[src/verilog/mem_pkg.sv]
// Memory endpoint shared definitions
// Address, line and counter widths plus the read/write arbitration enum

package mem_pkg;

	// Byte address as seen on the request ports
	typedef logic [31:0] addr_t;

	// One full memory line, the data width of every port
	typedef logic [63:0] line_t;

	localparam int unsigned LineBytes      = 8;
	localparam int unsigned LineOffsetBits = $clog2(LineBytes);

	// Occupancy and credit counts, enough for depth 8 plus one
	typedef logic [3:0] count_t;

	// Which request kind won the last arbitration round
	typedef enum logic {
		GRANT_READ,
		GRANT_WRITE
	} grant_e;

endpackage : mem_pkg

[src/verilog/read_return_fifo.sv]
// Read return buffer
// In-order circular buffer between the DRAM model and the read response port

module read_return_fifo #(
	parameter int unsigned RetDepth = 4
) (
	input  logic                clk_i,
	input  logic                rst_i,
	input  logic                push_i,
	input  mem_pkg::line_t      push_data_i,
	output logic                rsp_valid_o,
	output mem_pkg::line_t      rsp_data_o,
	input  logic                rsp_ready_i,
	output mem_pkg::count_t     count_o
);

	localparam int unsigned PtrWidth = (RetDepth > 1) ? $clog2(RetDepth) : 1;

	mem_pkg::line_t      buf_q [RetDepth];
	logic [PtrWidth-1:0] rptr_q;
	logic [PtrWidth-1:0] wptr_q;
	mem_pkg::count_t     count_q;
	logic                pop;

	assign rsp_valid_o = count_q != '0;
	assign rsp_data_o  = buf_q[rptr_q];
	assign pop         = rsp_valid_o & rsp_ready_i;
	assign count_o     = count_q;

	always_ff @(posedge clk_i) begin
		if (push_i) begin
			buf_q[wptr_q] <= push_data_i;
		end
	end

	always_ff @(posedge clk_i) begin
		if (rst_i) begin
			rptr_q  <= '0;
			wptr_q  <= '0;
			count_q <= '0;
		end else begin
			if (push_i) begin
				wptr_q <= (wptr_q == PtrWidth'(RetDepth - 1)) ? '0 : wptr_q + 1'b1;
			end
			if (pop) begin
				rptr_q <= (rptr_q == PtrWidth'(RetDepth - 1)) ? '0 : rptr_q + 1'b1;
			end
			count_q <= count_q + push_i - pop;
		end
	end

	// Credit in the control block must keep the model from overrunning us
	a_no_overflow: assert property (@(posedge clk_i) disable iff (rst_i)
		push_i |-> (count_q < mem_pkg::count_t'(RetDepth)))
		else $error("read data pushed into a full return buffer");

endmodule : read_return_fifo

[config.mk]
export PLATFORM = sky130hd
export DESIGN_NAME = read_return_fifo
export DESIGN_NICKNAME = d
export VERILOG_FILES = /design/src/verilog/mem_pkg.sv /design/src/verilog/read_return_fifo.sv
export SDC_FILE = /design/constraint.sdc
export NUM_CORES = 1
export LEC_CHECK = 0
export ABC_AREA = 0
export BUFFER_PORTS_ARGS = -buffer_cell sky130_fd_sc_hd__buf_2
export CAP_MARGIN = 5
export CORE_UTILIZATION = 57
export CTS_CLUSTER_SIZE = 30
export DETAILED_ROUTE_END_ITERATION = 16
export PLACE_DENSITY = 0.84
export RECOVER_POWER = 100
export REMOVE_ABC_BUFFERS = 1
export SKIP_LAST_GASP = 1
export SYNTH_ARGS = -nofsm -noshare
export SYNTH_HDL_FRONTEND = slang
export SYNTH_SLANG_ARGS = --single-unit
[constraint.sdc]
create_clock -name clk_i -period 2.97 [get_ports clk_i]
set_input_delay 0.594 -clock clk_i [delete_from_list [all_inputs] [get_ports clk_i]]
set_output_delay 0.594 -clock clk_i [all_outputs]
set_load 0.02 [all_outputs]
---- Yosys cells after proc, flatten, opt, wreduce, memory -nomap -nowiden ----
Memories as Yosys holds them, arrays and structs flattened. A register that Yosys moved wholly into a read port is not among the register bits.
Index checks and enable logic that the tools add are counted.
word-level totals
  bits in registers ....................... 8
  bits in latches ......................... 0
  RAM bits ................................ 256
  ROM bits ................................ 0
  output and inout port bits .............. 69
  memories kept ........................... 1
operators by class
  $add $sub $neg .......................... 4
  multipliers ............................. 0
  div/mod/pow operators ................... 0
  $lt $le $gt $ge ......................... 0
  equal/unequal tests ..................... 2
  shifts and indexed selects .............. 0
  multiplexer cells ....................... 6
  bitwise logic cells ..................... 1
  reduce and logical (&&, ||, !) cells .... 1
memory list
  name   words  width  rd ports  clocked after Yosys merged registers in  write ports  RTL line                text
  buf_q  4      64     1         1                                        1            read_return_fifo.sv:19  mem_pkg::line_t buf_q [RetDepth];
operators with widths
  kind                                                           count
  2-bit 2-to-1 mux                                               4
  2-bit by 1-bit adder with 2-bit output, second input constant  2
  4-bit by 1-bit adder with 4-bit output                         1
  2-bit equality test, second input constant                     2
  4-bit nonzero test                                             1
  4-bit by 1-bit subtractor with 4-bit output                    1
  1-bit 2-to-1 mux                                               2
  1-bit bitwise AND                                              1

---- Longest topological paths before layout ----
  depth after elaboration ................. 4
  gate-level depth with buffers ........... 10
  mapped depth without buffers ............ 10

---- Least setup slack after synthesis ----
OpenSTA, ideal clock, no wires.
  path type ............................... input to register
  start ................................... input push_i
  end ..................................... memory buf_q[0][0] (netlist bit) (enable)
  library setup time ...................... 0.429 ns
  arrival ................................. 2.101 ns
  data required time ...................... 2.541 ns
  setup slack ............................. 0.441 ns
  stages on the path ...................... 1
  path buffers ............................ 0
  cell sequence ........................... and2_1
on the way
  word-level cells in the longest chain between the ends .. 2
ends and longest elaborated chain
  item                                    RTL line                text
  start, declared                         read_return_fifo.sv:9   input logic push_i,
  1-bit 2-to-1 mux                        read_return_fifo.sv:31  if (push_i) begin
  1-bit 2-to-1 mux (implied by the code)  read_return_fifo.sv:32  buf_q[wptr_q] <= push_data_i;
  end, declared                           read_return_fifo.sv:19
No other way between the ends.

==> metrics.txt <==
status complete, but fails checks; failing checks max-capacitance violations, max-slew violations; worst flop-to-flop path endpoint buf_q[2][63]; max_cap viols 2; Longest Clk Path Bufs 3; register area share after synthesis 79.7%; I/O Buffers 136; setup repair after global routing missed its margin no; DP Worst Slack between 600 and 700 ps; Final min period 2780 ps; grt total ovfl 0; WHS 346 ps; DRC Markers 0; Via Count 4540; Hold Vio Cnt, Final 0; final core occ 68.8%; Synth Area per Inst 25.2 sq um; CTS tree yes; Slowest-stage cell, CP dfxtp_4; layout cells sized above 1 approximately a quarter; Req. time, crit path approximately 2400 ps; Setup violations, final 0; slew at the pin with the worst max-slew slack 1850 ps; CTS resizes 0; CP max FO 21; fill count 1105; DR vias/cell about 5.7; Die Y 134 um; max incr delay on CP around 640 ps; Register-to-Register Path Depth 4; routability cong. 0.756; Crit. path cell count 3; Post-Syn Area 9890 sq um; dpl hpwl about 11000 um; vias in the first global route 4861; starting density of the core roughly 60%; CP Cell Sequence buf_12 > mux4_1 > clkbuf_2; clk_lat worst skew roughly 500 ps; Tcrit/Tclk final 93.5%; DRT iter0 DRCs 270; NumNets Final about 640; CP endpoint rsp_data_o[0]; initial antenna violation count 0; area delta synth->final 16.5%; EDFF count, synth 256; Clock Skew 8.66 ps; maximum VDD drop ~520 uV; Antenna Cells 0; Antenna Nets Post-Route 0; die width about 130 um; Initial DRT Pass Iterations 4; core area 16800 sq um; crit path kind reg -> out; die area 17900 sq um; WL/cell ~23 um; Register-to-Register Setup Slack 240 ps; critical path capture point type primary output; Yosys top cell area share 77.7%; synth unique cells 26; post-CTS setup buffers 0; Placed Cells incl. Taps 753; max frequency 360 MHz; YS warnings 0; delay-heaviest family, CP flip-flops; Synth Register Bits 266; Power Dens Cells approximately 840 nW/um^2; Synth Instances 393; largest area contributor in the netlist edfxtp_1; IO Pins 137; asr flop ratio synth 0%; top-count cell post-synth edfxtp_1; final WL approximately 18000 um; CTS sink cnt 266; Max-slew headroom -23.6%; final setup margin 193 ps; CP bufs+invs 2; clock-pin slew on the worst setup and hold paths 60 ps; Area contributors post-synth edfxtp_1 (78%), mux4_2 (14%), dfxtp_1 (2.0%); leak pwr ~3.7 nW; Root Buffer clkbuf_16; Total Routing Usage GR 20.9%; WP data arrival 2180 ps; H-tree levels 1; Hold Crit Class in -> reg; Setup crit start kind flop; Primary FF master, synth edfxtp_1; Post-Layout Cell Count around 800; TritonCTS Buffers 25; largest net degree at the start of global routing 37; first-pass GRT wire length 27600 um; Crit Reg-Reg Startpoint wptr_q[0]; Slew Limit Fails 70; FP Rows 47; # hold bufs at CTS 0; Post-synth top cells edfxtp_1 (256), mux4_2 (60), dfxtp_1 (10)
-- stage by stage --
| step | cell area (sq um) | setup TNS, ps | total power (W) |
|---|---|---|---|
| 3_5_place_dp | 10900 | 0 | 0.00660 |
| 4_1_cts | 11700 | 0 | 0.00983 |
| 2_1_floorplan | 9720 | -66320 | 0.00591 |
| 3_3_place_gp | 10900 | 0 | 0.00652 |
| 5_1_grt | 11500 | 0 | 0.0100 |
| 6_report | 11500 | 0 | 0.00964 |
-- placed cells by master (no fill, tap or decap), drive strengths merged --
master	instances
edfxtp	256
clkbuf	172
mux4	64
buf	19
dfxtp	10
ha	9
nor2	7
inv	6
mux2i	5
clkinv	5
bufinv	4
and2	4
nand2b	3
nor2b	2
mux2	2
a21oi	2
or3b	1
nand2	1
or2	1
nor3	1
xor2	1
nand3	1
a31o	1
fa	1
-- logic make-up after synthesis --
| group | after synthesis | share of synthesized area, % |
|---|---|---|
| flip-flops | 266 | 79.7 |
| multiplexers | 71 | 15.5 |
| buffers and inverters | 21 | 1.95 |
| AND/OR/NAND/NOR | 21 | 1.23 |
| adder cells (fa/ha/maj) | 10 | 1.34 |
| AO/OA/AOI/OAI | 3 | 0.190 |
| XOR/XNOR | 1 | 0.0886 |
-- flip-flops by register name, indices dropped and copies added (netlist names), named ones only --
register and count:
buf_q 256, count_o 4, rptr_q 2, wptr_q 2
-- where the power goes --
part | switching, W | total, W | leakage, nW | internal (W)
Sequential | 0.000160 | 0.00449 | 2.44 | 0.00433
Combinational | 0.00110 | 0.00192 | 0.874 | 0.000820
Clock | 0.00124 | 0.00323 | 0.414 | 0.00199
-- worst reg2reg max path, stage by stage (launching register included) --
cell	delay [ps]
dfxtp_1	350
inv_1	100
ha_1	140
and2_1	1380
buf_4	440
-- layout make-up --
cell class                 count  area (sq um)  share of cell area (%)
multi-input combinational    106          1800                    15.6
timing repair buffer         155           681                    5.91
clock inverter                 9           141                    1.23
clock buffer                  36           707                    6.13
sequential                   266          7900                    68.5
inverter                       6          22.5                   0.195
tap                          220           275                    2.39
-- worst min-delay path by stage --
stage | start | end | slack, ps | cells past startpoint
floorplan | rptr_q[1] | flop | 480 | 2
CTS | push_data_i[47] | buf_q[2][47] | 280 | 1
global placement | rptr_q[1] | rptr_q[1] | 490 | 2
global route | push_data_i[34] | buf_q[0][34] | 330 | 1
finish | push_data_i[35] | buf_q[1][35] | 350 | 1
detailed placement | rptr_q[1] | flop | 530 | 2
-- layer usage --
layer | vias up | wire, um | GRT usage (%)
met4 | 0 | 240 | 4.80
met3 | 24 | 1240 | 4.03
met5 | - | 0 | 0
met2 | 169 | 9450 | 35.2
met1 | 2344 | 7050 | 28.5
li1 | 2003 | - | -
Power figures use the tool's default switching activity.
