## src/verilog/mem_pkg.sv

```systemverilog
// Memory endpoint shared definitions
// Address, line and counter widths plus the read/write arbitration enum

package mem_pkg;

	// Byte address as seen on the request ports
	typedef logic [31:0] addr_t;

	// One full memory line, the data width of every port
	typedef logic [63:0] line_t;

	localparam int unsigned LineBytes      = 8;
	localparam int unsigned LineOffsetBits = $clog2(LineBytes);

	// Occupancy and credit counts, enough for depth 8 plus one
	typedef logic [3:0] count_t;

	// Which request kind won the last arbitration round
	typedef enum logic {
		GRANT_READ,
		GRANT_WRITE
	} grant_e;

endpackage : mem_pkg

```

## src/verilog/mem_ctrl.sv

```systemverilog
// Memory endpoint control
// Aligns request addresses to lines, alternates between reads and writes,
// holds back reads without return buffer credit and pushes write acknowledges

module mem_ctrl #(
	parameter int unsigned ReadLatency = 3,
	parameter int unsigned RetDepth    = 4
) (
	input  logic                clk_i,
	input  logic                rst_i,
	input  logic                rd_valid_i,
	input  mem_pkg::addr_t      rd_addr_i,
	output logic                rd_ready_o,
	input  logic                wr_valid_i,
	input  mem_pkg::addr_t      wr_addr_i,
	input  mem_pkg::line_t      wr_data_i,
	output logic                wr_ready_o,
	input  mem_pkg::count_t     ret_count_i,
	input  logic                ack_full_i,
	output logic                cmd_valid_o,
	output logic                cmd_we_o,
	output mem_pkg::addr_t      cmd_addr_o,
	output mem_pkg::line_t      cmd_wdata_o,
	output logic                ack_push_o
);

	localparam mem_pkg::addr_t LineMask = mem_pkg::addr_t'(mem_pkg::LineBytes - 1);

	mem_pkg::addr_t    rd_addr_al;
	mem_pkg::addr_t    wr_addr_al;
	mem_pkg::grant_e   last_grant_q;
	mem_pkg::count_t   inflight_q;
	logic [ReadLatency-1:0] rd_pipe_q;
	logic [4:0]        credit_used;
	logic              rd_credit;
	logic              rd_can;
	logic              wr_can;
	logic              rd_grant;
	logic              wr_grant;

	assign rd_addr_al = rd_addr_i & ~LineMask;
	assign wr_addr_al = wr_addr_i & ~LineMask;

	// Reads in the model plus lines already waiting in the return buffer
	assign credit_used = 5'(inflight_q) + 5'(ret_count_i);
	assign rd_credit   = credit_used < 5'(RetDepth);

	assign rd_can = rd_valid_i & rd_credit;
	assign wr_can = wr_valid_i & ~ack_full_i;

	// Loser of the last round goes first when both can proceed
	assign rd_ready_o = rd_credit & (~wr_can | (last_grant_q == mem_pkg::GRANT_WRITE));
	assign wr_ready_o = ~ack_full_i & (~rd_can | (last_grant_q == mem_pkg::GRANT_READ));

	assign rd_grant = rd_valid_i & rd_ready_o;
	assign wr_grant = wr_valid_i & wr_ready_o;

	assign cmd_valid_o = rd_grant | wr_grant;
	assign cmd_we_o    = wr_grant;
	assign cmd_addr_o  = wr_grant ? wr_addr_al : rd_addr_al;
	assign cmd_wdata_o = wr_data_i;
	assign ack_push_o  = wr_grant;

	always_ff @(posedge clk_i) begin
		if (rst_i) begin
			last_grant_q <= mem_pkg::GRANT_WRITE;
		end else if (rd_grant) begin
			last_grant_q <= mem_pkg::GRANT_READ;
		end else if (wr_grant) begin
			last_grant_q <= mem_pkg::GRANT_WRITE;
		end
	end

	// Mirrors the model read pipeline so a read leaves the count as it is pushed
	always_ff @(posedge clk_i) begin
		if (rst_i) begin
			rd_pipe_q  <= '0;
			inflight_q <= '0;
		end else begin
			rd_pipe_q[0] <= rd_grant;
			for (int i = 1; i < ReadLatency; i++) begin
				rd_pipe_q[i] <= rd_pipe_q[i-1];
			end
			case ({rd_grant, rd_pipe_q[ReadLatency-1]})
				2'b10:   inflight_q <= inflight_q + 1'b1;
				2'b01:   inflight_q <= inflight_q - 1'b1;
				default: inflight_q <= inflight_q;
			endcase
		end
	end

	a_one_winner: assert property (@(posedge clk_i) disable iff (rst_i)
		!(rd_grant && wr_grant))
		else $error("read and write granted in the same cycle");

endmodule : mem_ctrl

```

## config.mk

```make
export PLATFORM = sky130hd
export DESIGN_NAME = mem_ctrl
export DESIGN_NICKNAME = d
export VERILOG_FILES = /design/src/verilog/mem_pkg.sv /design/src/verilog/mem_ctrl.sv
export SDC_FILE = /design/constraint.sdc
export NUM_CORES = 1
export LEC_CHECK = 0
export BUFFER_PORTS_ARGS = -buffer_cell sky130_fd_sc_hd__buf_2
export CAP_MARGIN = 20
export CORE_AREA = 2 2 91 93
export CTS_CLUSTER_SIZE = 20
export DETAILED_ROUTE_END_ITERATION = 16
export DIE_AREA = 0 0 93 95
export HOLD_SLACK_MARGIN = 0.02
export PLACE_DENSITY_LB_ADDON = 0.05
export SLEW_MARGIN = 10
export SYNTH_ARGS = -nofsm -noshare
export SYNTH_HDL_FRONTEND = slang
export SYNTH_SLANG_ARGS = --single-unit
```

## constraint.sdc

```tcl
create_clock -name clk_i -period 7.71 [get_ports clk_i]
set_input_delay 1.1565 -clock clk_i [delete_from_list [all_inputs] [get_ports clk_i]]
set_output_delay 1.1565 -clock clk_i [all_outputs]
set_load 0.05 [all_outputs]
```

Word-level counts from Yosys, hierarchy flattened --
Index checks and enable logic that the tools add are counted.
Storage, ports and cells: flip-flop bits (word level) 8, word-level logic and storage cells 28
Operators by class: $add $sub $neg 3, order comparisons 1, equality and inequality tests 2, multiplexer cells 4, bitwise operators 13, reduce and logical (&&, ||, !) cells 2
Operators with widths (number):
- $mux 32 | 1
- $pmux 4 s2 | 1
- $and 1x1->1 | 6
- $add 4x4->5 | 1
- $lt 5x3->1 const B | 1
- $add 4x1->4 const B | 1
- $not 1->1 | 4
- $reduce_bool 2->1 | 2
- $sub 4x1->4 const B | 1
- $or 1x1->1 | 3
- $eq 2x1->1 const B | 1
- $eq 2x2->1 const B | 1
- $mux 1 | 2

Longest topological paths before layout --
depth in word-level cells 9, gate-level depth with buffers 11, mapped depth without buffers 11

Worst setup path after synthesis --
Ideal clock, no wire load.
path kind input-to-output, from input ret_count_i[2], to output cmd_we_o, arrival 3.094 ns, required time 6.554 ns, setup slack 3.459 ns, stages 7, buffers on the path 2, path through ha_1 or4_4 nor4_4 or2_4 buf_12 inv_1 buf_4
On the way: longest elaborated chain between the ends 7
RTL lines:
- start, declared | RTL line mem_ctrl.sv:18 | input mem_pkg::count_t ret_count_i,
- $add 4x4->5 | RTL line mem_ctrl.sv:45 | assign credit_used = 5'(inflight_q) + 5'(ret_count_i);
- $lt 5x3->1 | RTL line mem_ctrl.sv:46 | assign rd_credit = credit_used < 5'(RetDepth);
- $and 1x1->1 | RTL line mem_ctrl.sv:48 | assign rd_can = rd_valid_i & rd_credit;
- $not 1->1 | RTL line mem_ctrl.sv:53 | assign wr_ready_o = ~ack_full_i & (~rd_can | (last_grant_q == mem_pkg::GRANT_READ));
- $or 1x1->1 | RTL line mem_ctrl.sv:53
- $and 1x1->1 | RTL line mem_ctrl.sv:53
- $and 1x1->1 | RTL line mem_ctrl.sv:56 | assign wr_grant = wr_valid_i & wr_ready_o;
- end, declared | RTL line mem_ctrl.sv:21 | output logic cmd_we_o,
No other way between the ends.

Worst setup path after layout --
from input ret_count_i[2], to output cmd_addr_o[13]
On the way: longest elaborated chain between the ends 8
RTL lines:
- $add 4x4->5 | RTL line mem_ctrl.sv:45
- $lt 5x3->1 | RTL line mem_ctrl.sv:46
- $and 1x1->1 | RTL line mem_ctrl.sv:48
- $not 1->1 | RTL line mem_ctrl.sv:53
- $or 1x1->1 | RTL line mem_ctrl.sv:53
- $and 1x1->1 | RTL line mem_ctrl.sv:53
- $and 1x1->1 | RTL line mem_ctrl.sv:56
- $mux 32 | RTL line mem_ctrl.sv:60 | assign cmd_addr_o = wr_grant ? wr_addr_al : rd_addr_al;
- end, declared | RTL line mem_ctrl.sv:22 | output mem_pkg::addr_t cmd_addr_o,
No other way between the ends.

==> metrics.log <==
INFO  metric run_status = finished clean
INFO  metric coreArea = about 7900 µm²
INFO  metric layout-drive-gt1-share = 0.722
INFO  metric post_cts_setup_buffers = 0
INFO  metric timing.hold.worst.class = flop to flop
INFO  metric crit_family = simple AND/OR/NAND/NOR gates
INFO  metric drt-total-wl = between 4000 and 5000 µm
INFO  metric postCtsHoldBufs = 0
INFO  metric total_power = 216 µW
INFO  metric die_area = ~8800 µm²
INFO  metric worstReg2RegEnd = inflight_q[3]$_SDFFE_PP0P_
INFO  metric min_path_cells = 1
INFO  metric post_synth_inst_count = 154
INFO  metric timing.critical_path.required = 6.55 ns
INFO  metric mostFrequentLayoutCell = sky130_fd_sc_hd__buf_2
INFO  metric hold-path-endpoint = rd_pipe_q[2]$_SDFF_PP0_
INFO  metric timing.reg2reg.worst_path_depth = 10
INFO  metric io_buffer_count = 100
INFO  metric arrival_time_worst_endpoint = about 3.6 ns
INFO  metric aggregate_global_routing_overflow = 0
INFO  metric netlist-cell-type-count = 26
INFO  metric antenna_violations_before_repair = 0
INFO  metric hpwl = ~3600 µm
INFO  metric number_of_warnings_issued_by_yosys = 0
INFO  metric setup.reg_to_reg.worst_slack = 4.40 ns
INFO  metric post_synth.cell_area_avg = 9.68 µm²
INFO  metric report.final.setup_viol = 0
INFO  metric route.detailed.vias_per_inst = between 3 and 4
INFO  metric path_common_cell = sky130_fd_sc_hd__buf_2
INFO  metric remaining_routing_drc_violations = 0
INFO  metric worst_path_slowest_cell = sky130_fd_sc_hd__or4_4
INFO  metric cts_buffers = 3
INFO  metric layout.nets = 333
INFO  metric std_cell_rows = 33
INFO  metric vias_in_the_first_global_route = around 1200
INFO  metric period_share = 0.613
INFO  metric grt_first_pass_wirelength = between 5000 and 6000 µm
INFO  metric crit_path_max_incr_delay = about 0.56 ns
INFO  metric min-delay-start = rd_pipe_q[1]$_SDFF_PP0_
INFO  metric post_route_setup_tns = 0 ns
INFO  metric number_of_filler_cells_placed_in_the_layout = around 900
INFO  metric routabilityCongestion = approximately 0.75
INFO  metric synth_top_cells_by_area = sky130_fd_sc_hd__buf_4 (34%), sky130_fd_sc_hd__mux2_4 (29%), sky130_fd_sc_hd__dfxtp_1 (11%)
INFO  metric clk-insertion-delay-late = 0.23 ns
INFO  metric floorplan.initialDensity = 0.188
INFO  metric drt_first_pass_iters = 2
INFO  metric clk_transition_reported_paths = ~0.040 ns
INFO  metric synth_sequential_area_ratio = 0.107
INFO  metric iter_0_drt_violations = 10
INFO  metric multiInputGateArea = 748 µm²
INFO  metric crit_type = input port to output pin
INFO  metric ctsRootBufferMaster = sky130_fd_sc_hd__clkbuf_8
INFO  metric max-cap-violations = 0
INFO  metric hold_slack = about 0.43 ns
INFO  metric avgRoutedWirePerCell = between 10 and 15 µm
INFO  metric ys_ff_latch = 8
INFO  metric critPathCaptureType = output pin
INFO  metric maxSlewViolCount = 0
INFO  metric cts_num_sinks = 8
INFO  metric p_leak = 0.000892 µW
INFO  metric commonest_cells_after_routing_fill_and_taps_aside = sky130_fd_sc_hd__buf_2 (100), sky130_fd_sc_hd__mux2_4 (29), sky130_fd_sc_hd__dfxtp_1 (8)
INFO  metric cts_tree = yes
INFO  metric worst_slew_pin_slew = 0.585 ns
INFO  metric placedInstanceArea = between 1500 and 2000 µm²
INFO  metric cts_max_level = 1
INFO  metric cts_resized = 0
INFO  metric ant_nets = 0
INFO  metric critPathLaunchType = input port
INFO  metric timing.clock.skew = 0.00180 ns
INFO  metric synthDominantCellAreaShare = 0.343
INFO  metric maximum_clock_path_buffer_count = 2
INFO  metric achievable-frequency = around 210 MHz
INFO  metric areaGrowthSynthToFinish = 7.14%
INFO  metric final_area = between 1500 and 2000 µm²
INFO  metric antenna_diodes = 0
INFO  metric rsz_0062_raised_after_global_routing = false
INFO  metric critical_path.n_buffers_inverters = 2
INFO  metric boundaryPins = 238
INFO  metric synth_area_leader_cell = sky130_fd_sc_hd__buf_4
INFO  metric num_vias = 1128
INFO  metric p_per_area = 135 nW/µm²
INFO  metric area.sequential = 160 µm²
INFO  metric synth_area = around 1500 µm²
INFO  metric reg2reg_from = inflight_q[2]$_SDFFE_PP0P_
INFO  metric path_max_fanout = 30
INFO  metric path_cells = buf_2 -> ha_1 -> or4_4 -> nor4_4 -> or2_4 -> mux2_4 -> buf_2
INFO  metric report.final.hold_viol_count = 0
INFO  metric ir_drop = just under 0.06 mV
INFO  metric timing.slew.headroom = 0.610
INFO  metric die_w = approximately 93 µm
INFO  metric floorplan.die.height = roughly 95 µm
INFO  metric finalCriticalPeriod = ~4.7 ns
INFO  metric grt_start_max_net_pins = 31
INFO  metric gr-usage-all-layers = 0.0836
-- sequential cells by signal, summed over array words and instances, names as in the netlist --
register,count
last_grant_q,1
inflight_q,4
rd_pipe_q,3
-- how the worst max path moves through the flow --
stage	start	endpoint	slack [ns]	cells after the start
finish	ret_count_i[2]	cmd_addr_o[13]	2.98	7
global route	ret_count_i[2]	cmd_addr_o[13]	2.85	7
CTS	ret_count_i[2]	cmd_addr_o[13]	2.94	7
detailed placement	ret_count_i[2]	cmd_addr_o[13]	2.95	7
global placement	ret_count_i[2]	cmd_addr_o[13]	2.97	7
floorplan	ret_count_i[2]	cmd_we_o	3.46	7
-- synthesized netlist by cell type, drive strengths merged --
| cell type | n |
|---|---|
| clkbuf | 1 |
| o21bai | 1 |
| o21a | 1 |
| nor2b | 3 |
| o31ai | 1 |
| or2 | 1 |
| nand2b | 1 |
| fa | 1 |
| nand3 | 1 |
| conb | 1 |
| and3 | 2 |
| xor2 | 2 |
| nor3 | 1 |
| nor2 | 7 |
| or4 | 2 |
| o211ai | 1 |
| buf | 71 |
| inv | 4 |
| ha | 6 |
| nand2 | 3 |
| a21oi | 5 |
| nor4 | 1 |
| mux2 | 29 |
| dfxtp | 8 |
-- per-stage QoR --
stage / cells / utilization / worst slack, ns
2_1_floorplan: 156 / - / 3.46
3_3_place_gp: 289 / 0.196 / 2.97
3_5_place_dp: 289 / 0.196 / 2.95
4_1_cts: 292 / 0.201 / 2.94
5_1_grt: 292 / 0.201 / 2.85
6_report: 292 / 0.201 / 2.98
-- kinds of logic after synthesis --
logic type | count (synthesis) | synth area share
buf+inv | 76 | 0.395
mux | 29 | 0.292
simple gates | 22 | 0.0898
compound gates | 9 | 0.0369
flops | 8 | 0.107
fa+ha+maj | 7 | 0.0638
xor+xnor | 2 | 0.0118
other cells | 1 | 0.00252
-- layer usage --
metal / wire (µm) / track usage / up-vias
li1: - / - / 508
met1: 1540 / 0.0948 / 496
met2: 1940 / 0.138 / 104
met3: 481 / 0.0351 / 20
met4: 78 / 0.0355 / 0
met5: 0 / 0 / -
-- cell type report --
class / count / share of cell area
Clock buffer: 3 / 0.0259
Multi-Input combinational cell: 72 / 0.469
Timing Repair Buffer: 100 / 0.313
Sequential cell: 8 / 0.100
Inverter: 4 / 0.00940
Tap cell: 105 / 0.0823
-- where the power goes --
group	total, µW	internal, µW	switching, µW
registers	43.7	42.6	1.03
clock network	51.0	33.9	17.1
logic	122	43.7	77.8
(Power assumes the default switching activity.)
