===== src/verilog/mem_pkg.sv =====
// Memory endpoint shared definitions
// Address, line and counter widths plus the read/write arbitration enum

package mem_pkg;

	// Byte address as seen on the request ports
	typedef logic [31:0] addr_t;

	// One full memory line, the data width of every port
	typedef logic [63:0] line_t;

	localparam int unsigned LineBytes      = 8;
	localparam int unsigned LineOffsetBits = $clog2(LineBytes);

	// Occupancy and credit counts, enough for depth 8 plus one
	typedef logic [3:0] count_t;

	// Which request kind won the last arbitration round
	typedef enum logic {
		GRANT_READ,
		GRANT_WRITE
	} grant_e;

endpackage : mem_pkg


===== src/verilog/write_resp_queue.sv =====
// Write acknowledge queue
// Counts pending write acknowledges up to AckDepth and presents them
// one at a time on the acknowledge port

module write_resp_queue #(
	parameter int unsigned AckDepth = 8
) (
	input  logic clk_i,
	input  logic rst_i,
	input  logic push_i,
	output logic ack_valid_o,
	input  logic ack_ready_i,
	output logic full_o
);

	mem_pkg::count_t count_q;
	logic            pop;

	assign ack_valid_o = count_q != '0;
	assign full_o      = count_q == mem_pkg::count_t'(AckDepth);
	assign pop         = ack_valid_o & ack_ready_i;

	// Push and pop together leave the count unchanged
	always_ff @(posedge clk_i) begin
		if (rst_i) begin
			count_q <= '0;
		end else begin
			count_q <= count_q + push_i - pop;
		end
	end

	a_no_push_full: assert property (@(posedge clk_i) disable iff (rst_i)
		full_o |-> !push_i)
		else $error("write acknowledge pushed into a full queue");

	// A wrap below zero would also show up as a count above the depth
	a_count_range: assert property (@(posedge clk_i) disable iff (rst_i)
		count_q <= mem_pkg::count_t'(AckDepth))
		else $error("acknowledge count outside the queue depth");

endmodule : write_resp_queue


===== config.mk =====
export PLATFORM = sky130hd
export DESIGN_NAME = write_resp_queue
export DESIGN_NICKNAME = d
export VERILOG_FILES = /design/src/verilog/mem_pkg.sv /design/src/verilog/write_resp_queue.sv
export SDC_FILE = /design/constraint.sdc
export NUM_CORES = 1
export LEC_CHECK = 0
export BUFFER_PORTS_ARGS = -buffer_cell sky130_fd_sc_hd__buf_4
export CAP_MARGIN = 30
export CORE_AREA = 2 2 39 41
export CTS_CLUSTER_DIAMETER = 80
export DETAILED_ROUTE_END_ITERATION = 12
export DIE_AREA = 0 0 41 43
export HOLD_SLACK_MARGIN = 0.15
export MAX_ROUTING_LAYER = met4
export SKIP_LAST_GASP = 1
export SLEW_MARGIN = 10
export SYNTH_ARGS = -nofsm -noshare
export SYNTH_HDL_FRONTEND = slang
export SYNTH_SLANG_ARGS = --single-unit

===== constraint.sdc =====
create_clock -name clk_i -period 3.7 [get_ports clk_i]
set_input_delay 0.37 -clock clk_i [delete_from_list [all_inputs] [get_ports clk_i]]
set_output_delay 0.37 -clock clk_i [all_outputs]
set_load 0.1 [all_outputs]

## Word level (Yosys, flattened, before mapping)

Index checks and enable logic that the tools add are counted.

| storage, ports and cells | value |
|---|---|
| register bits after elaboration | 4 |
| bits of input ports | 4 |
| logic and storage cells | 6 |

| cells by class | value |
|---|---|
| $add $sub $neg | 2 |
| equal/unequal tests | 1 |
| bitwise gates (word level) | 1 |
| reductions and logical operators | 1 |

Operators by type and width:

| kind | number |
|---|---|
| adder 4 x 1 -> 4 bit | 1 |
| equality test 4 bit, second input constant | 1 |
| nonzero test 4 bit | 1 |
| subtractor 4 x 1 -> 4 bit | 1 |
| bitwise AND 1 bit | 1 |

## Depth between registers and ports, before layout

Gate-level depths: netlist of run 1.

| logic depth | value |
|---|---|
| depth in word-level cells | 3 |
| mapped depth | 10 |
| gate-level depth less buffers | 10 |

## Worst setup path after synthesis of run 1

Ideal clock, no wire load.

| path | value |
|---|---|
| path type | reg2reg |
| start point | register count_q[2] |
| end point | register count_q[2] |
| setup time | 115 ps |
| arrival | 2,496 ps |
| required time | 3,585 ps |
| slack | 1,089 ps |
| stages on the path, launching flop included | 11 |
| path through | dfxtp_1 inv_1 ha_1 nand2_1 and2_1 ha_1 inv_1 ha_1 fa_1 xnor2_1 nor2_1 |

| between the ends | value |
|---|---|
| cells in the longest elaborated chain, start to end | 3 |

RTL lines:

| item | RTL line | RTL |
|---|---|---|
| start: declaration | write_resp_queue.sv:16 | `mem_pkg::count_t count_q;` |
| start signal: assignment | write_resp_queue.sv:28 | `count_q <= count_q + push_i - pop;` |
| nonzero test 4 bit | write_resp_queue.sv:19 | `assign ack_valid_o = count_q != '0;` |
| named net ack_valid_o | write_resp_queue.sv:11 | `output logic ack_valid_o,` |
| bitwise AND 1 bit | write_resp_queue.sv:21 | `assign pop = ack_valid_o & ack_ready_i;` |
| subtractor 4 x 1 -> 4 bit | write_resp_queue.sv:28 |  |

The timed path passes the listed nets, and every way through them passes these cells.
A chain may end at the register's enable or synchronous reset.

## Final worst setup path of run 1

| path | value |
|---|---|
| start point | register count_q[2] |
| end point | register count_q[2] |

| between the ends | value |
|---|---|
| cells in the longest elaborated chain, start to end | 3 |

RTL lines:

| item | RTL line |
|---|---|
| parallel branches: the longest is 2 deep, another holds adder 4 x 1 -> 4 bit | n/a |
| subtractor 4 x 1 -> 4 bit * | write_resp_queue.sv:28 |

Mark *: on every way between the ends.

==> metrics.md, run 1 <==
| Metric | Value |
|---|---|
| Cell area after layout | 360 um2 |
| Setup TNS Final | 0 ps |
| Final hold vios | 0 |
| Top-area cell type share of the netlist area | 28.6% |
| Final ANT Viol Nets | 0 |
| Largest regs | count_q (4) |
| Worst hold path type | in -> reg |
| Reg clk slew, reported paths | 30 ps |
| Sequential area share after synthesis | 28.6% |
| CTS Hold Bufs | 0 |
| Worst-Margin Slew | 278 ps |
| Syn nets | 42 |
| H-tree depth reported by CTS | 1 |
| Critical path class | reg -> reg |
| Tcrit/Tclk final | 52.1% |
| Rows | 14 |
| Post-Synthesis Cell Area | 280 um2 |
| Pin count of the biggest net entering global routing | 6 |
| First-pass GRT wire length | 648 um |
| Initial antenna violation count | 0 |
| Post-layout minimum cycle time | 1930 ps |
| Worst-path fanout max | 3 |
| Top cells by area, synth | dfxtp_1 29%, ha_1 27%, inv_1 8.0% |
| # DRC | 0 |
| Die X-Extent | 41 um |
| Yosys warnings | 0 |
| Met1 usage | 3.87% |
| Final Max Slew Viols | 0 |
| Clock Tree Buf Depth | 2 |
| Final GP Congestion | 0.616 |
| Core footprint | 0.00138 mm2 |
| Synth area leader | dfxtp_1 |
| Grt total ovfl | 0 |
| Yosys reg bits | 4 |
| Layout cells sized above 1 | 23.1% |
| Fillcell total | 148 |
| CP Data Required Time | 3820 ps |
| Syn-to-layout area delta | 28.6% |
| Register bank with the most flops | count_q |
| Final Util | 26.0% |
| Crit end category | flip-flop |
| GR peak layer | met4 |
| Fmax achieved | 519 MHz |
| Final setup violation count | 0 |
| Fin Clk Skew | 0.0706 ps |
| DP Area | 338 um2 |
| Overall routing resource usage | 7.00% |
| Mapped Cells | 31 |
| Die ar. | 0.00176 mm2 |
| TritonCTS Sinks | 4 |
| Initial DRC count | 3 |
| Syn avg cell area | 9.04 um2 |
| Outcome | complete, no violations |
| RSZ-0062 raised after global routing | no |
| Max-cap viol count | 0 |
| Slew margin rel. | 81.7% |
| Hpwl dp | 322 um |
| Die height | 43 um |
| Postcts setup bufs | 0 |
| Met2 Use GR | 10.0% |
| PortBufs | 5 |
| Nets | 52 |
| Via count | 217 |
| Routed len/inst | 7.40 um |
| Drt pass-1 iters | 4 |
| IO Pins | 6 |
| Crit path arrival time | 2050 ps |
| Post-CTS sizing | 0 |
| Vias in the first global route | 191 |
| Initial Utilization | 20.3% |
| Post-synth cell types | 14 |
| Via density | 3.95 |
| Ant diodes | 0 |
| Clk_lat worst skew | 230 ps |
| CTS Buf Count | 3 |
| Met3 usage | 3.14% |
| WL final | 407 um |
| CTS tree | built |
| Number of flip-flops under the largest register name | 4 |
| Crit start category | flip-flop |
| Root Driver | clkbuf_4 |
-- metal layers --
metal | part of all wire, % | wire, um | vias up
li1 | - | - | 114
met1 | 35 | 142 | 94
met2 | 54 | 220 | 6
met3 | 4.9 | 20 | 3
met4 | 5.9 | 24 | 0
met5 | 0 | 0 | -
-- stage by stage --
| step | hold slack [ps] | instances | setup slack, ps |
|---|---|---|---|
| after floorplan | 442 | 31 | 1090 |
| after global placement | 568 | 52 | 1750 |
| after detailed placement | 572 | 52 | 1750 |
| after CTS | 326 | 55 | 1740 |
| after global routing | 323 | 55 | 1640 |
| final | 332 | 55 | 1770 |
-- cells by family after synthesis --
group                      count (synthesis)  share of synthesized area (%)
AOI/OAI and AO/OA                          3                           8.04
buffers and inverters                      6                           8.04
xor gates and xnor gates                   1                           3.13
and+or+nand+nor                           10                           18.3
DFF                                        4                           28.6
adders and majority gates                  7                           33.9
-- final cells by class --
cell class              instances  area (um2)  area share (%)
inverters                       6        22.5            6.25
well taps                      16        20.0            5.56
repair buffers                  5        37.5            10.4
flip-flops and latches          4        80.1            22.2
clock buffers                   3        22.5            6.25
multi-input cells              21         178            49.3
-- Yosys cell counts, drive strengths merged --
| master | count |
|---|---|
| ha | 6 |
| inv | 6 |
| dfxtp | 4 |
| nor2 | 3 |
| a21oi | 2 |
| and2 | 2 |
| nor2b | 2 |
| a31o | 1 |
| fa | 1 |
| nand2 | 1 |
| nand2b | 1 |
| nand3 | 1 |
| xnor2 | 1 |
-- cell usage in the layout (no fill, tap or decap), drive strengths merged --
cell type,count
fa,1
xnor2,1
and2,2
nand2b,1
buf,5
clkbuf,3
dfxtp,4
a31o,1
nor2,3
inv,6
nand2,1
a21oi,2
ha,6
nand3,1
nor2b,2
-- worst max-delay path: stages (launching register included) --
cell	delay, ps
dfxtp_1	280
inv_1	90
ha_1	150
nand2_1	50
and2_1	150
ha_1	270
inv_1	40
ha_1	200
fa_1	380
xnor2_1	160
nor2_1	50
-- worst paths after layout --
path                                  from         end  slack (ps)  depth (start not counted)
worst max-delay path            count_q[2]  count_q[2]        1770                         10
worst min-delay path                 rst_i  count_q[1]         330                          2
worst max register to register  count_q[2]  count_q[2]        1770                         10
worst min register to register  count_q[1]  count_q[1]         730                          3
Power of run 1 is not shown: default switching activity piles up to over one toggle a cycle in this logic, so the estimate is an artifact.
==> run 2, diff against run 1 <==
==> constraint.sdc (replaced) <==
create_clock -name clk_i -period 1.84 [get_ports clk_i]
set_input_delay 0.184 -clock clk_i [delete_from_list [all_inputs] [get_ports clk_i]]
set_output_delay 0.184 -clock clk_i [all_outputs]
set_load 0.1 [all_outputs]
==> run 2 against run 1 <==
Net effect: first-iteration DRC count decreased by 100%; sequential share of layout area fell by 4.8 points; die area is the same; core utilization rose by 7.8 points; via count increased by 7.4%; hold slack lost 44 ps; count of clock-buffer cells in the layout unchanged; non-clock buffer count is 5 higher; wire length is 16% higher; critical endpoint is now count_q[1].
==> metrics.md, run 2 (synthesis results as in run 1) <==
| Metric | Value |
|---|---|
| CP Data Required Time | 2010 ps (-1810 ps) |
| CTS tree | built |
| Final Util | 33.8% (+7.8 points) |
| CP Buf/Inv Count | 2 (unchanged) |
| Largest regs | count_q (4) |
| Tcrit/Tclk final | 99.6% (+47 points) |
| Max-cap viol count | 0 (unchanged) |
| Crit-path slowest cell | fa_2 |
| Final Max Slew Viols | 0 (unchanged) |
| Reg clk slew, reported paths | 30 ps (about the same) |
| Syn-to-layout area delta | 67.0% |
| Die height | 43 um (unchanged) |
| WL final | 473 um (+16%) |
| CTS Buf Count | 3 (unchanged) |
| Die ar. | 0.00176 mm2 (unchanged) |
| Number of flip-flops under the largest register name | 4 (unchanged) |
| Worst-path fanout max | 2 (-1) |
| Via count | 233 (+7.4%) |
| Fillcell total | 151 (+2.0%) |
| Via density | 3.88 (-1.6%) |
| CP Cell Sequence | inv_2 -> ha_4 -> nand2_8 -> and2_4 -> ha_4 -> inv_2 -> ha_4 -> fa_2 -> nor2b_1 |
| Final ANT Viol Nets | 0 (unchanged) |
| Hpwl dp | 434 um (+35%) |
| H-tree depth reported by CTS | 1 (unchanged) |
| Grt total ovfl | 0 (unchanged) |
| Initial antenna violation count | 0 (unchanged) |
| Final GP Congestion | 0.711 (+15%) |
| Pin count of the biggest net entering global routing | 6 (unchanged) |
| Ant diodes | 0 (unchanged) |
| Delay-heaviest family, CP | adder cells |
| Final hold vios | 0 (unchanged) |
| Root Driver | clkbuf_4 |
| Most common cell after layout, fill and taps aside | buf_4 |
| PortBufs | 5 (unchanged) |
| Multi-input gate area | 244 um2 (+37%) |
| GR peak layer | met2 |
| Initial Utilization | 20.3% (unchanged) |
| Finished Layout Cells | 60 (+9.1%) |
| Die X-Extent | 41 um (unchanged) |
| Core footprint | 0.00138 mm2 (unchanged) |
| Fmax achieved | 546 MHz (+5.2%) |
| Slew margin rel. | 81.7% (about the same) |
| Crit end category | flip-flop |
| Initial DRC count | 0 (-3) |
| Met2 Use GR | 13.4% (+3.4 points) |
| Routed len/inst | 7.88 um (+6.5%) |
| Crit start category | flip-flop |
| Layout cells sized above 1 | 54.5% (+31 points) |
| RSZ-0062 raised after global routing | yes |
| Met1 usage | 5.47% (+1.6 points) |
| Clock Tree Buf Depth | 2 (unchanged) |
| Clk_lat worst skew | 230 ps (about the same) |
| Worst-Margin Slew | 277 ps (-0.0380 ps) |
| Number of placed cells counting well taps | 54 (+3.8%) |
| Post-layout minimum cycle time | 1830 ps (-95.3 ps) |
| Final setup violation count | 0 (unchanged) |
| Overall routing resource usage | 8.33% (+1.3 points) |
| Worst hold path type | in -> reg |
| Crit-path max cell delay | 500 ps (+120 ps) |
| Seq. cell area | 81.3 um2 (+1.6%) |
| TritonCTS Sinks | 4 (unchanged) |
| Fin Clk Skew | 0.283 ps (+0.212 ps) |
| Setup TNS Final | 0 ps (unchanged) |
| Crit path arrival time | 2000 ps (-50 ps) |
| First-pass GRT wire length | 883 um (+36%) |
| IO Pins | 6 (unchanged) |
| Vias in the first global route | 262 (+37%) |
| Met3 usage | 1.57% (-1.6 points) |
| # DRC | 0 (unchanged) |
| Most used cell, CP | ha_4 |
| Critical path class | reg -> reg |
| Outcome | complete, no violations |
| Drt pass-1 iters | 1 (-3) |
| Rows | 14 (unchanged) |
| Register bank with the most flops | count_q |
| Nets | 57 (+9.6%) |
-- run 2: area by class of cell --
| type | instances | area share [%] |
|---|---|---|
| clock buffers | 3 | 4.81 |
| inverters | 6 | 4.81 |
| multi-input cells | 21 | 52.1 |
| flip-flops and latches | 4 | 17.4 |
| well taps | 16 | 4.28 |
| repair buffers | 10 | 16.6 |
-- run 2: layer usage --
layer / share of wire (%) / vias to the layer above
met5: 0 / -
met4: 4.7 / 0
li1: - / 123
met3: 4.2 / 3
met2: 61 / 6
met1: 30 / 101
-- run 2: path summary, 6_finish.rpt --
path / startpoint / endpoint / slack [ps] / cells after the start
setup reg to reg: count_q[3] / count_q[1] / 8 / 9
hold reg to reg: count_q[2] / count_q[3] / 760 / 4
setup / recovery: count_q[3] / count_q[1] / 8 / 9
hold / removal: push_i / count_q[0] / 290 / 3
-- run 2: through the flow --
step           area, um2  setup WS, ps  hold slack [ps]
6_report             468          8.16              288
5_1_grt              468         -70.4              311
4_1_cts              460         -12.8              289
3_5_place_dp         420         -15.9              384
3_3_place_gp         420          6.75              385
2_1_floorplan        348          -101              256
-- run 2: worst reg2reg max path, stage by stage, from the launching register on --
cell     delay, ps
dfxtp_2        310
inv_2           60
ha_4           160
nand2_8         50
and2_4         140
ha_4           250
inv_2           40
ha_4           150
fa_2           500
nor2b_1        110
-- run 2: what timing repair did --
action                                  in CTS  in global routing
endpoints found under the setup margin       2                  2
gates resized for setup                      0                  0
hold buffers                                 1                  0
pin swaps                                    1                  2
buffers inserted                             1                  1
hold endpoints to repair                     3                  0
Power of run 2 is left out for the same reason.
